$ cat src/verilog/memreq_pkg.sv
`default_nettype none

package memreq_pkg;

  localparam int ADDR_W    = 28;
  localparam int DATA_W    = 32;
  localparam int ID_W      = 4;
  localparam int HDR_BYTES = 8;

  localparam logic [7:0] OP_WRITE = 8'h01;
  localparam logic [7:0] OP_READ  = 8'h02;

  localparam logic [1:0] RESP_OKAY   = 2'd0;
  localparam logic [1:0] RESP_SLVERR = 2'd2;
  localparam logic [1:0] RESP_BADCMD = 2'd3;

  // Command parser FSM states
  localparam logic [2:0] ST_HDR     = 3'd0;
  localparam logic [2:0] ST_ADDR    = 3'd1;
  localparam logic [2:0] ST_PAYLOAD = 3'd2;
  localparam logic [2:0] ST_DRAIN   = 3'd3;
  localparam logic [2:0] ST_BAD     = 3'd4;
  localparam logic [2:0] ST_WAIT    = 3'd5;

  // Header bytes in arrival order with byte 0 in bits 7:0
  typedef union packed {
    logic [HDR_BYTES-1:0][7:0] bytes;
    struct packed {
      logic [7:0]  rsvd;    // Byte 7
      logic [7:0]  id;      // Byte 6
      logic [31:0] addr;    // Bytes 2 to 5 in little endian order
      logic [7:0]  len;     // Beats minus one
      logic [7:0]  opcode;  // Byte 0
    } f;
  } cmd_hdr_t;

  typedef struct packed {
    logic [ADDR_W-1:0] addr;
    logic [7:0]        len;
    logic [ID_W-1:0]   id;
  } mem_req_t;

  typedef struct packed {
    logic       last;
    logic [7:0] data;
  } byte_beat_t;

  typedef struct packed {
    logic              last;
    logic [DATA_W-1:0] data;
  } word_beat_t;

endpackage

`default_nettype wire

$ cat src/verilog/cmd_parser.sv
`timescale 1ns/100ps
`default_nettype none

module cmd_parser (
  input  wire                         clock,
  input  wire                         rst_n_i,
  input  wire                         s_valid_i,
  output logic                        s_ready_o,
  input  wire memreq_pkg::byte_beat_t s_beat_i,
  output logic                        aw_valid_o,
  input  wire                         aw_ready_i,
  output memreq_pkg::mem_req_t        aw_o,
  output logic                        ar_valid_o,
  input  wire                         ar_ready_i,
  output memreq_pkg::mem_req_t        ar_o,
  output logic                        pl_valid_o,
  input  wire                         pl_ready_i,
  output memreq_pkg::byte_beat_t      pl_beat_o,
  output logic                        bad_valid_o,
  input  wire                         bad_ready_i,
  input  wire                         done_i
);

  import memreq_pkg::*;

  logic [2:0] state_q;
  logic [2:0] hdr_cnt_q;
  cmd_hdr_t   hdr_q;
  mem_req_t   req;
  logic       s_fire;

  // Same request drives both address channels
  assign req = '{addr: hdr_q.f.addr[ADDR_W-1:0],
                 len:  hdr_q.f.len,
                 id:   hdr_q.f.id[ID_W-1:0]};
  assign aw_o = req;
  assign ar_o = req;

  always_comb begin
    case (state_q)
      ST_HDR:     s_ready_o = 1'b1;
      ST_DRAIN:   s_ready_o = 1'b1;   // Discard everything up to last
      ST_PAYLOAD: s_ready_o = pl_ready_i;
      default:    s_ready_o = 1'b0;
    endcase
  end

  assign s_fire      = s_valid_i && s_ready_o;
  assign pl_valid_o  = (state_q == ST_PAYLOAD) && s_valid_i;
  assign pl_beat_o   = s_beat_i;   // Payload passes straight to the packer
  assign bad_valid_o = (state_q == ST_BAD);

  // Header bytes land in arrival order
  always_ff @(posedge clock) begin
    if (state_q == ST_HDR && s_fire) begin
      hdr_q.bytes[hdr_cnt_q] <= s_beat_i.data;
    end
  end

  always_ff @(posedge clock) begin
    if (!rst_n_i) begin
      state_q    <= ST_HDR;
      hdr_cnt_q  <= '0;
      aw_valid_o <= 1'b0;
      ar_valid_o <= 1'b0;
    end else begin
      case (state_q)
        ST_HDR: begin
          if (s_fire) begin
            hdr_cnt_q <= hdr_cnt_q + 3'd1;
            if (hdr_cnt_q == 3'(HDR_BYTES - 1)) begin
              // Opcode arrived first, so it is already stored
              if (hdr_q.f.opcode == OP_WRITE) begin
                aw_valid_o <= 1'b1;
                state_q    <= ST_ADDR;
              end else if (hdr_q.f.opcode == OP_READ) begin
                ar_valid_o <= 1'b1;
                state_q    <= ST_ADDR;
              end else if (s_beat_i.last) begin
                state_q <= ST_BAD;
              end else begin
                state_q <= ST_DRAIN;
              end
            end
          end
        end
        ST_ADDR: begin
          if (aw_valid_o && aw_ready_i) begin
            aw_valid_o <= 1'b0;
            state_q    <= ST_PAYLOAD;
          end
          if (ar_valid_o && ar_ready_i) begin
            ar_valid_o <= 1'b0;
            state_q    <= ST_WAIT;   // Read data comes back through the mux
          end
        end
        ST_PAYLOAD: begin
          if (s_fire && s_beat_i.last) state_q <= ST_WAIT;
        end
        ST_DRAIN: begin
          if (s_fire && s_beat_i.last) state_q <= ST_BAD;
        end
        ST_BAD: begin
          if (bad_ready_i) state_q <= ST_WAIT;
        end
        ST_WAIT: begin
          if (done_i) state_q <= ST_HDR;   // Reply has fully left
        end
        default: state_q <= ST_HDR;
      endcase
    end
  end

endmodule

`default_nettype wire

$ cat src/verilog/byte_packer.sv
`timescale 1ns/100ps
`default_nettype none

module byte_packer (
  input  wire                         clock,
  input  wire                         rst_n_i,
  input  wire                         pl_valid_i,
  output logic                        pl_ready_o,
  input  wire memreq_pkg::byte_beat_t pl_beat_i,
  output logic                        w_valid_o,
  input  wire                         w_ready_i,
  output memreq_pkg::word_beat_t      w_o
);

  import memreq_pkg::*;

  logic [1:0]        lane_q;
  logic [DATA_W-9:0] sh_q;   // First three bytes of the group
  logic              pl_fire;

  // Lane 3 also needs a free output word
  assign pl_ready_o = pl_valid_i && (lane_q != 2'd3 || !w_valid_o || w_ready_i);
  assign pl_fire    = pl_valid_i && pl_ready_o;

  always_ff @(posedge clock) begin
    if (!rst_n_i) begin
      lane_q    <= '0;
      w_valid_o <= 1'b0;
    end else begin
      if (w_valid_o && w_ready_i) w_valid_o <= 1'b0;
      if (pl_fire) begin
        lane_q <= lane_q + 2'd1;
        if (lane_q == 2'd3) w_valid_o <= 1'b1;
      end
    end
  end

  always_ff @(posedge clock) begin
    if (pl_fire) begin
      if (lane_q == 2'd3) begin
        w_o.data <= {pl_beat_i.data, sh_q};
        w_o.last <= pl_beat_i.last;   // Last byte closes the burst
      end else begin
        sh_q <= {pl_beat_i.data, sh_q[DATA_W-9:8]};
      end
    end
  end

endmodule

`default_nettype wire

$ cat src/verilog/word_unpacker.sv
`timescale 1ns/100ps
`default_nettype none

module word_unpacker (
  input  wire                         clock,
  input  wire                         rst_n_i,
  input  wire                         r_valid_i,
  output logic                        r_ready_o,
  input  wire memreq_pkg::word_beat_t r_i,
  output logic                        rd_valid_o,
  input  wire                         rd_ready_i,
  output memreq_pkg::byte_beat_t      rd_beat_o
);

  import memreq_pkg::*;

  word_beat_t word_q;
  logic       full_q;
  logic [1:0] idx_q;       // Byte lane being emitted
  logic       last_byte;

  assign last_byte = (idx_q == 2'd3);

  assign rd_valid_o = full_q;
  assign rd_beat_o  = '{last: word_q.last && last_byte,
                        data: word_q.data[{idx_q, 3'b000} +: 8]};

  // Take a new word when empty or as byte 3 leaves
  assign r_ready_o = r_valid_i && (!full_q || (last_byte && rd_ready_i));

  always_ff @(posedge clock) begin
    if (!rst_n_i) begin
      full_q <= 1'b0;
      idx_q  <= '0;
    end else begin
      if (rd_valid_o && rd_ready_i) begin
        idx_q <= idx_q + 2'd1;   // Wraps to lane 0 for the next word
        if (last_byte) full_q <= 1'b0;
      end
      if (r_valid_i && r_ready_o) full_q <= 1'b1;
    end
  end

  always_ff @(posedge clock) begin
    if (r_valid_i && r_ready_o) word_q <= r_i;
  end

endmodule

`default_nettype wire

$ cat src/verilog/reply_mux.sv
`timescale 1ns/100ps
`default_nettype none

module reply_mux (
  input  wire                          clock,
  input  wire                          rst_n_i,
  input  wire                          b_valid_i,
  output logic                         b_ready_o,
  input  wire [1:0]                    b_resp_i,
  input  wire [memreq_pkg::ID_W-1:0]   b_id_i,
  input  wire                          bad_valid_i,
  output logic                         bad_ready_o,
  input  wire                          rd_valid_i,
  output logic                         rd_ready_o,
  input  wire memreq_pkg::byte_beat_t  rd_beat_i,
  output logic                         m_valid_o,
  input  wire                          m_ready_i,
  output memreq_pkg::byte_beat_t       m_beat_o,
  output logic                         done_o
);

  import memreq_pkg::*;

  logic       lock_rd_q;   // Inside a read-data packet
  logic       load;
  logic       sel_b;
  logic       sel_bad;
  logic       sel_rd;
  byte_beat_t b_beat;
  byte_beat_t bad_beat;

  assign b_beat   = '{last: 1'b1, data: {b_id_i, 2'b00, b_resp_i}};
  assign bad_beat = '{last: 1'b1, data: {6'd0, RESP_BADCMD}};

  assign load = !m_valid_o || m_ready_i;   // Output register free

  // Fixed priority b, bad, read data, unless a read packet is open
  assign sel_b   = !lock_rd_q && b_valid_i;
  assign sel_bad = !lock_rd_q && !b_valid_i && bad_valid_i;
  assign sel_rd  = lock_rd_q || (!b_valid_i && !bad_valid_i);

  assign b_ready_o   = load && sel_b;
  assign bad_ready_o = load && sel_bad;
  assign rd_ready_o  = load && sel_rd && rd_valid_i;

  always_ff @(posedge clock) begin
    if (!rst_n_i) begin
      m_valid_o <= 1'b0;
      lock_rd_q <= 1'b0;
    end else begin
      if (b_ready_o || bad_ready_o || rd_ready_o) begin
        m_valid_o <= 1'b1;
      end else if (m_ready_i) begin
        m_valid_o <= 1'b0;
      end
      if (rd_ready_o) lock_rd_q <= !rd_beat_i.last;
    end
  end

  always_ff @(posedge clock) begin
    if (b_ready_o) begin
      m_beat_o <= b_beat;
    end else if (bad_ready_o) begin
      m_beat_o <= bad_beat;
    end else if (rd_ready_o) begin
      m_beat_o <= rd_beat_i;
    end
  end

  assign done_o = m_valid_o && m_ready_i && m_beat_o.last;

endmodule

`default_nettype wire

$ cat src/verilog/memreq_top.sv
`timescale 1ns/100ps
`default_nettype none

module memreq_top (
  input  wire                          clock,
  input  wire                          rst_n_i,
  // Host link
  input  wire                          s_valid_i,
  output logic                         s_ready_o,
  input  wire memreq_pkg::byte_beat_t  s_beat_i,
  output logic                         m_valid_o,
  input  wire                          m_ready_i,
  output memreq_pkg::byte_beat_t       m_beat_o,
  // Memory controller
  output logic                         aw_valid_o,
  input  wire                          aw_ready_i,
  output memreq_pkg::mem_req_t         aw_o,
  output logic                         w_valid_o,
  input  wire                          w_ready_i,
  output memreq_pkg::word_beat_t       w_o,
  input  wire                          b_valid_i,
  output logic                         b_ready_o,
  input  wire [1:0]                    b_resp_i,
  input  wire [memreq_pkg::ID_W-1:0]   b_id_i,
  output logic                         ar_valid_o,
  input  wire                          ar_ready_i,
  output memreq_pkg::mem_req_t         ar_o,
  input  wire                          r_valid_i,
  output logic                         r_ready_o,
  input  wire memreq_pkg::word_beat_t  r_i
);

  import memreq_pkg::*;

  logic       pl_valid;
  logic       pl_ready;
  byte_beat_t pl_beat;    // Write payload bytes
  logic       rd_valid;
  logic       rd_ready;
  byte_beat_t rd_beat;    // Read data bytes
  logic       bad_valid;
  logic       bad_ready;
  logic       done;

  cmd_parser u_parser (
    .clock       (clock),
    .rst_n_i     (rst_n_i),
    .s_valid_i   (s_valid_i),
    .s_ready_o   (s_ready_o),
    .s_beat_i    (s_beat_i),
    .aw_valid_o  (aw_valid_o),
    .aw_ready_i  (aw_ready_i),
    .aw_o        (aw_o),
    .ar_valid_o  (ar_valid_o),
    .ar_ready_i  (ar_ready_i),
    .ar_o        (ar_o),
    .pl_valid_o  (pl_valid),
    .pl_ready_i  (pl_ready),
    .pl_beat_o   (pl_beat),
    .bad_valid_o (bad_valid),
    .bad_ready_i (bad_ready),
    .done_i      (done)
  );

  byte_packer u_packer (
    .clock      (clock),
    .rst_n_i    (rst_n_i),
    .pl_valid_i (pl_valid),
    .pl_ready_o (pl_ready),
    .pl_beat_i  (pl_beat),
    .w_valid_o  (w_valid_o),
    .w_ready_i  (w_ready_i),
    .w_o        (w_o)
  );

  word_unpacker u_unpacker (
    .clock      (clock),
    .rst_n_i    (rst_n_i),
    .r_valid_i  (r_valid_i),
    .r_ready_o  (r_ready_o),
    .r_i        (r_i),
    .rd_valid_o (rd_valid),
    .rd_ready_i (rd_ready),
    .rd_beat_o  (rd_beat)
  );

  reply_mux u_mux (
    .clock       (clock),
    .rst_n_i     (rst_n_i),
    .b_valid_i   (b_valid_i),
    .b_ready_o   (b_ready_o),
    .b_resp_i    (b_resp_i),
    .b_id_i      (b_id_i),
    .bad_valid_i (bad_valid),
    .bad_ready_o (bad_ready),
    .rd_valid_i  (rd_valid),
    .rd_ready_o  (rd_ready),
    .rd_beat_i   (rd_beat),
    .m_valid_o   (m_valid_o),
    .m_ready_i   (m_ready_i),
    .m_beat_o    (m_beat_o),
    .done_o      (done)
  );

endmodule

`default_nettype wire

$ cat config.mk
export PLATFORM = sky130hd
export DESIGN_NAME = memreq_top
export DESIGN_NICKNAME = d
export VERILOG_FILES = /design/src/verilog/memreq_pkg.sv /design/src/verilog/cmd_parser.sv /design/src/verilog/byte_packer.sv /design/src/verilog/word_unpacker.sv /design/src/verilog/reply_mux.sv /design/src/verilog/memreq_top.sv
export SDC_FILE = /design/constraint.sdc
export NUM_CORES = 1
export LEC_CHECK = 0
export ABC_AREA = 1
export BUFFER_PORTS_ARGS = -buffer_cell sky130_fd_sc_hd__buf_2
export CORE_ASPECT_RATIO = 1.5
export CORE_UTILIZATION = 52
export DETAILED_ROUTE_END_ITERATION = 10
export PLACE_DENSITY_LB_ADDON = 0.05
export SYNTH_ARGS = -nofsm -noshare
export SYNTH_HDL_FRONTEND = slang
export SYNTH_SLANG_ARGS = --single-unit
$ cat constraint.sdc
create_clock -name clock -period 4.11 [get_ports clock]
set_clock_uncertainty 0.15 [all_clocks]
set_input_delay 0.411 -clock clock [delete_from_list [all_inputs] [get_ports clock]]
set_output_delay 0.411 -clock clock [all_outputs]
set_load 0.05 [all_outputs]
==> Word level (Yosys, flattened, before mapping) <==
Cells that the tools add are included.
{ "word_totals": {"inputBits": 57, "regBits": 179} }
{ "op_classes": {"eq_ne": 23, "muxes": 38, "bitwise": 1, "n_addsub": 3, "shift": 1, "magnitude_cmp": 2, "n_reduce_logical": 54} }
{ "ops": {"columns": ["operator", "count"], "rows": [
  ["$bwmux 64", 1],
  ["$mux 3", 11],
  ["$mux 8", 4],
  ["$shiftx 32x6->8", 1],
  ["$logic_and 1x1->1", 25],
  ["$demux 8 s3", 1],
  ["$pmux 3 s6", 1],
  ["$mux 1", 17],
  ["$ne 2x2->1 const B", 8],
  ["$eq 3x3->1 const B", 3],
  ["$eq 8x1->1 const B", 1],
  ["$eq 8x2->1 const B", 1],
  ["$ne 2x1->1 const B", 4],
  ["$reduce_and 2->1", 4],
  ["$reduce_bool 2->1", 4],
  ["$logic_not 1->1", 7],
  ["$logic_or 1x1->1", 7],
  ["$reduce_and 7->1", 1],
  ["$eq 3x2->1 const B", 2],
  ["$pmux 1 s2", 3],
  ["$reduce_and 6->1", 1],
  ["$reduce_and 5->1", 1],
  ["$add 2x1->2 const B", 2],
  ["$eq 2x2->1 const B", 2],
  ["9 further kinds", 10]
]} }

==> Depth between registers and ports, before layout <==
{ "depth": {"word_depth": 12, "depth_mapped": 11} }

==> Hierarchy <==
Synthesis repeated with hierarchy kept, for this count alone.
{ "unflattened": {"cells_unflattened": 565, "hier_area_um2": 6829.0} }
{ "modules_own_cells": {"columns": ["mod", "seq_area_each_um2", "cells_each", "area_each_um2", "n_inst"], "rows": [
  ["cmd_parser", 1601.5, 262, 2811.4, 1],
  ["byte_packer", 1771.7, 81, 1875.5, 1],
  ["word_unpacker", 1051.0, 148, 1570.3, 1],
  ["reply_mux", 280.3, 74, 571.8, 1]
]} }

==> Worst setup path before layout <==
OpenSTA, ideal clock, no wires.
{ "synth_timing": {"path_kind": "reg-to-reg", "startpoint": "reg u_mux.m_valid_o", "endpoint": "reg u_unpacker.word_q[0] (netlist name), enable pin", "arrival_ns": 3.209, "setup_ns": 0.454, "path_slack_ns": 0.297, "stages_incl_launch_ff": 8, "t_required_ns": 3.506, "period_less_slack_ns": 3.813, "path_cell_list": "dfxtp_1 -> nand2_1 -> nand2_1 -> nor2_1 -> nand2_4 -> o21ai_1 -> inv_1 -> nor2_1"} }
{ "synth_via": {"elab_chain_len": 8} }
{ "synth_rtl": {"columns": ["item", "line_no", "source"], "rows": [
  ["from (decl)", "reply_mux.sv:16", "output logic m_valid_o,"],
  ["from (signal assigned)", "reply_mux.sv:48", "m_valid_o <= 1'b0;"],
  ["from (signal assigned)", "reply_mux.sv:52", "m_valid_o <= 1'b1;"],
  ["from (signal assigned)", "reply_mux.sv:54", "m_valid_o <= 1'b0;"],
  ["$logic_not 1->1", "reply_mux.sv:35", "assign load = !m_valid_o || m_ready_i;"],
  ["$logic_or 1x1->1", "reply_mux.sv:35", null],
  ["$logic_and 1x1->1 (2 in series)", "reply_mux.sv:44", "assign rd_ready_o = load && sel_rd && rd_valid_i;"],
  ["$logic_and 1x1->1", "word_unpacker.sv:29", "assign r_ready_o = r_valid_i && (!full_q || (last_byte && rd_ready_i));"],
  ["$logic_or 1x1->1", "word_unpacker.sv:29", null],
  ["$logic_and 1x1->1", "word_unpacker.sv:29", null],
  ["via r_ready_o", "memreq_top.sv:29", "output logic r_ready_o,"],
  ["$logic_and 1x1->1", "word_unpacker.sv:45", "if (r_valid_i && r_ready_o) word_q <= r_i;"],
  ["to (signal assigned)", "word_unpacker.sv:45", null],
  ["to (decl)", "word_unpacker.sv:17", "word_beat_t word_q;"]
]} }
The timed path passes the listed nets, and every way through them passes these cells.
A chain may end at the register's enable or synchronous reset.

==> Final worst setup path <==
{ "layout_timing": {"startpoint": "reg u_parser.state_q[0]", "endpoint": "out r_ready_o"} }
{ "layout_via": {"elab_chain_len": 9} }
{ "layout_rtl": {"columns": ["item", "line_no", "source"], "rows": [
  ["from (decl)", "cmd_parser.sv:26", "logic [2:0] state_q;"],
  ["from (signal assigned)", "cmd_parser.sv:62", "state_q <= ST_HDR;"],
  ["from (signal assigned)", "cmd_parser.sv:75", "state_q <= ST_ADDR;"],
  ["from (signal assigned)", "cmd_parser.sv:78", "state_q <= ST_ADDR;"],
  ["$eq 3x3->1", "cmd_parser.sv:51", "assign bad_valid_o = (state_q == ST_BAD);"],
  ["$logic_not 1->1", "reply_mux.sv:40", "assign sel_rd = lock_rd_q || (!b_valid_i && !bad_valid_i);"],
  ["$logic_and 1x1->1", "reply_mux.sv:40", null],
  ["$logic_or 1x1->1", "reply_mux.sv:40", null],
  ["$logic_and 1x1->1 (2 in series)", "reply_mux.sv:44", null],
  ["$logic_and 1x1->1", "word_unpacker.sv:29", null],
  ["$logic_or 1x1->1", "word_unpacker.sv:29", null],
  ["$logic_and 1x1->1", "word_unpacker.sv:29", null],
  ["to (decl)", "memreq_top.sv:29", null]
]} }
Every way passes these cells.

==> results.toml <==
[status]
run_status = "finished, final reports clean"

[logic_synthesis]
synth-main-ff-cell = "edfxtp_1"
yosys.area.top_type = "edfxtp_1"
synth.cells.most_frequent = "edfxtp_1, buf_4, nand2_1"
synth_top_area_frac = 0.669
yosys_warnings = 0
synth.distinct_cells = 33
syn-num-nets = 533
netlist_instances = 472
synth.avg_cell_area_sq_um = 13.7
yosysSeqAreaShare = 0.728
synth_edf_count = 144
yosysMostFrequentCell = "edfxtp_1"
synth_area_leaders = "edfxtp_1, buf_4, dfxtp_1"
synth_area_sq_um = 6460
synth_seq_cells = 163
synthArstFlopShare = 0

[final_layout]
layout-drive-gt1-share = 0.391
post-route-cell-area_sq_um = 7820
antenna-diode-count = 0
nets = 680
fin_util = 0.647
syn2layout_area_growth_pct = 21.1

[sta]
fin_crit_sh = 0.732
worst_slack_ns = 1.10
finalSetupTns_ns = 0
setup_violations = 0
hold_viol = 0
fmax_ghz = 0.332
period_needed_ns = 3.01
slew_headroom = 0.381
grt_setup_unrepaired = "no"
max_slew.worst_pin.slew_ns = 0.926
drv_slew = 0

[worst_setup_path]
worst_setup_path_end_kind = "output pin"
start_kind = "flip-flop"
crit_fanout = 34
required_ns = 3.55
arrival_ns = 2.45
crit_type = "reg -> out"

[placed_design]
dp.final_hpwl_mm = 8.59
port_buffers = 185
dpl_cell_area_sq_um = 6970
pre_cts_ws_ns = 1.44
gp_congestion = 0.853

[route]
vias_per_cell = 4.88
vias = 3834
drt_pass1_iterations = 4
ant_nets = 0
wl_per_cell_microns = 15.3
initialDrtViolationCount = 145
drt_wl_total_mm = 12.0
drc = 0

[floorplan]
rows = 49
die_area_sq_um = 12900
fp.dieW_microns = 93.0
core_sq_um = 12100
initial_core_util = 0.535
pin_count = 186
die_height_microns = 139

[global_route]
globalRouteTotalUtil = 0.197
antenna_found_initial = 0
grt_pass1_wl_mm = 18.8
grt_pass1_vias = 3865
grt_max_degree = 35
grt_overflow = 0

[power]
power.total_mw = 4.77
p_leak_nw = 3.17
powerDensity_nw_per_um2 = 610
peakVddDrop_uv = 304

[clock_network]
clockBufferDepth = 2
post_cts_buffers = 0
numCtsBuffers = 17
cts_htree_levels = 4
clock_sinks = 163
tritoncts = "built"
cts_root_buf = "clkbuf_16"
cts_resized = 0
path_clk_slew_ns = 0.07
clk_latency_ns = 0.42

[min_path]
hold_class = "in -> reg"

[job]
timing.max_cap.violations = 0
[flip-flops by register name, summed over array words and instances (netlist names), 2 cells and up]
register,cells
u_packer.w_o,33
u_packer.lane_q,2
u_parser.hdr_cnt_q,3
u_unpacker.idx_q,2
u_unpacker.word_q,33
u_parser.hdr_q,48
u_mux.m_beat_o,9
u_parser.state_q,3
u_packer.sh_q,24
[layout by cell type (no fill, tap or decap), types with 5 or more instances in the layout]
cell type,count
buf_2,185
edfxtp_1,144
nand2_1,45
nor2_1,41
inv_1,31
dlygate4sd3_1,26
o21ai_0,21
dfxtp_1,19
a21oi_1,17
clkbuf_16,17
nand3_1,11
o22ai_1,8
nand2_4,6
inv_2,5
nor2_2,5
[where the power goes]
group / internal, mW / leakage [nW] / switching, mW
clock network: 0.812 / 0.275 / 0.718
registers: 2.02 / 1.48 / 0.101
logic: 0.280 / 1.41 / 0.840
[kinds of logic (layout without fill, tap and decap cells)]
logic type	after synthesis	count (layout)	synth area share
adders and majority gates	4	4	0.00775
DFF	163	163	0.728
and+or+nand+nor	124	124	0.0918
buffers and inverters	123	283	0.121
AOI/OAI and AO/OA	58	58	0.0511
[timing repair]
item	in CTS	in global routing
hold endpoints to repair	20	6
hold buffers	20	6
endpoints found under the setup margin	0	0
[layer usage]
metal  global-route usage  part of all wire  wire length [microns]  vias up
met5                    0                 0                      0        -
met4                0.101             0.031                    369        0
met3               0.0506             0.055                    655       30
met2                0.368              0.57                   6800      159
met1                0.193              0.35                   4190     1783
li1                     -                 -                      -     1862
[path summary, 6_finish.rpt]
check / cells after the start / slack (ns) / from / endpoint
max: 10 / 1.10 / u_parser.state_q[0] / r_ready_o
min: 1 / 0.01 / r_i[22] / u_unpacker.word_q[22]
max reg2reg: 7 / 1.82 / u_parser.state_q[0] / u_parser.hdr_q[28]
min reg2reg: 0 / 0.27 / u_packer.sh_q[5] / u_packer.w_o[5]
[through the flow]
stage,cells,hold WS (ns)
2_1_floorplan,472,0.250
3_3_place_gp,727,0.251
3_5_place_dp,727,0.257
4_1_cts,779,0.0000129
5_1_grt,785,0.000328
6_report,785,0.0115
[cell type report]
type / instances / area, sq um
Clock buffer: 17 / 425
Clock inverter: 15 / 166
Fill cell: 956 / 4260
Inverter: 38 / 145
Multi-Input combinational cell: 186 / 986
Sequential cell: 163 / 4700
Tap cell: 153 / 191
Timing Repair Buffer: 213 / 1200
[worst max-delay path, cell delays in order, from the launching register on]
cell and delay [ns]:
dfxtp_1 0.55, nor2_4 0.09, nand2_1 0.11, inv_2 0.07, nand2_2 0.07, nand2_4 0.10, o21ai_1 0.18, inv_1 0.07
nor2_2 0.07, buf_4 0.35, buf_2 0.34
(Power assumes the default switching activity.)
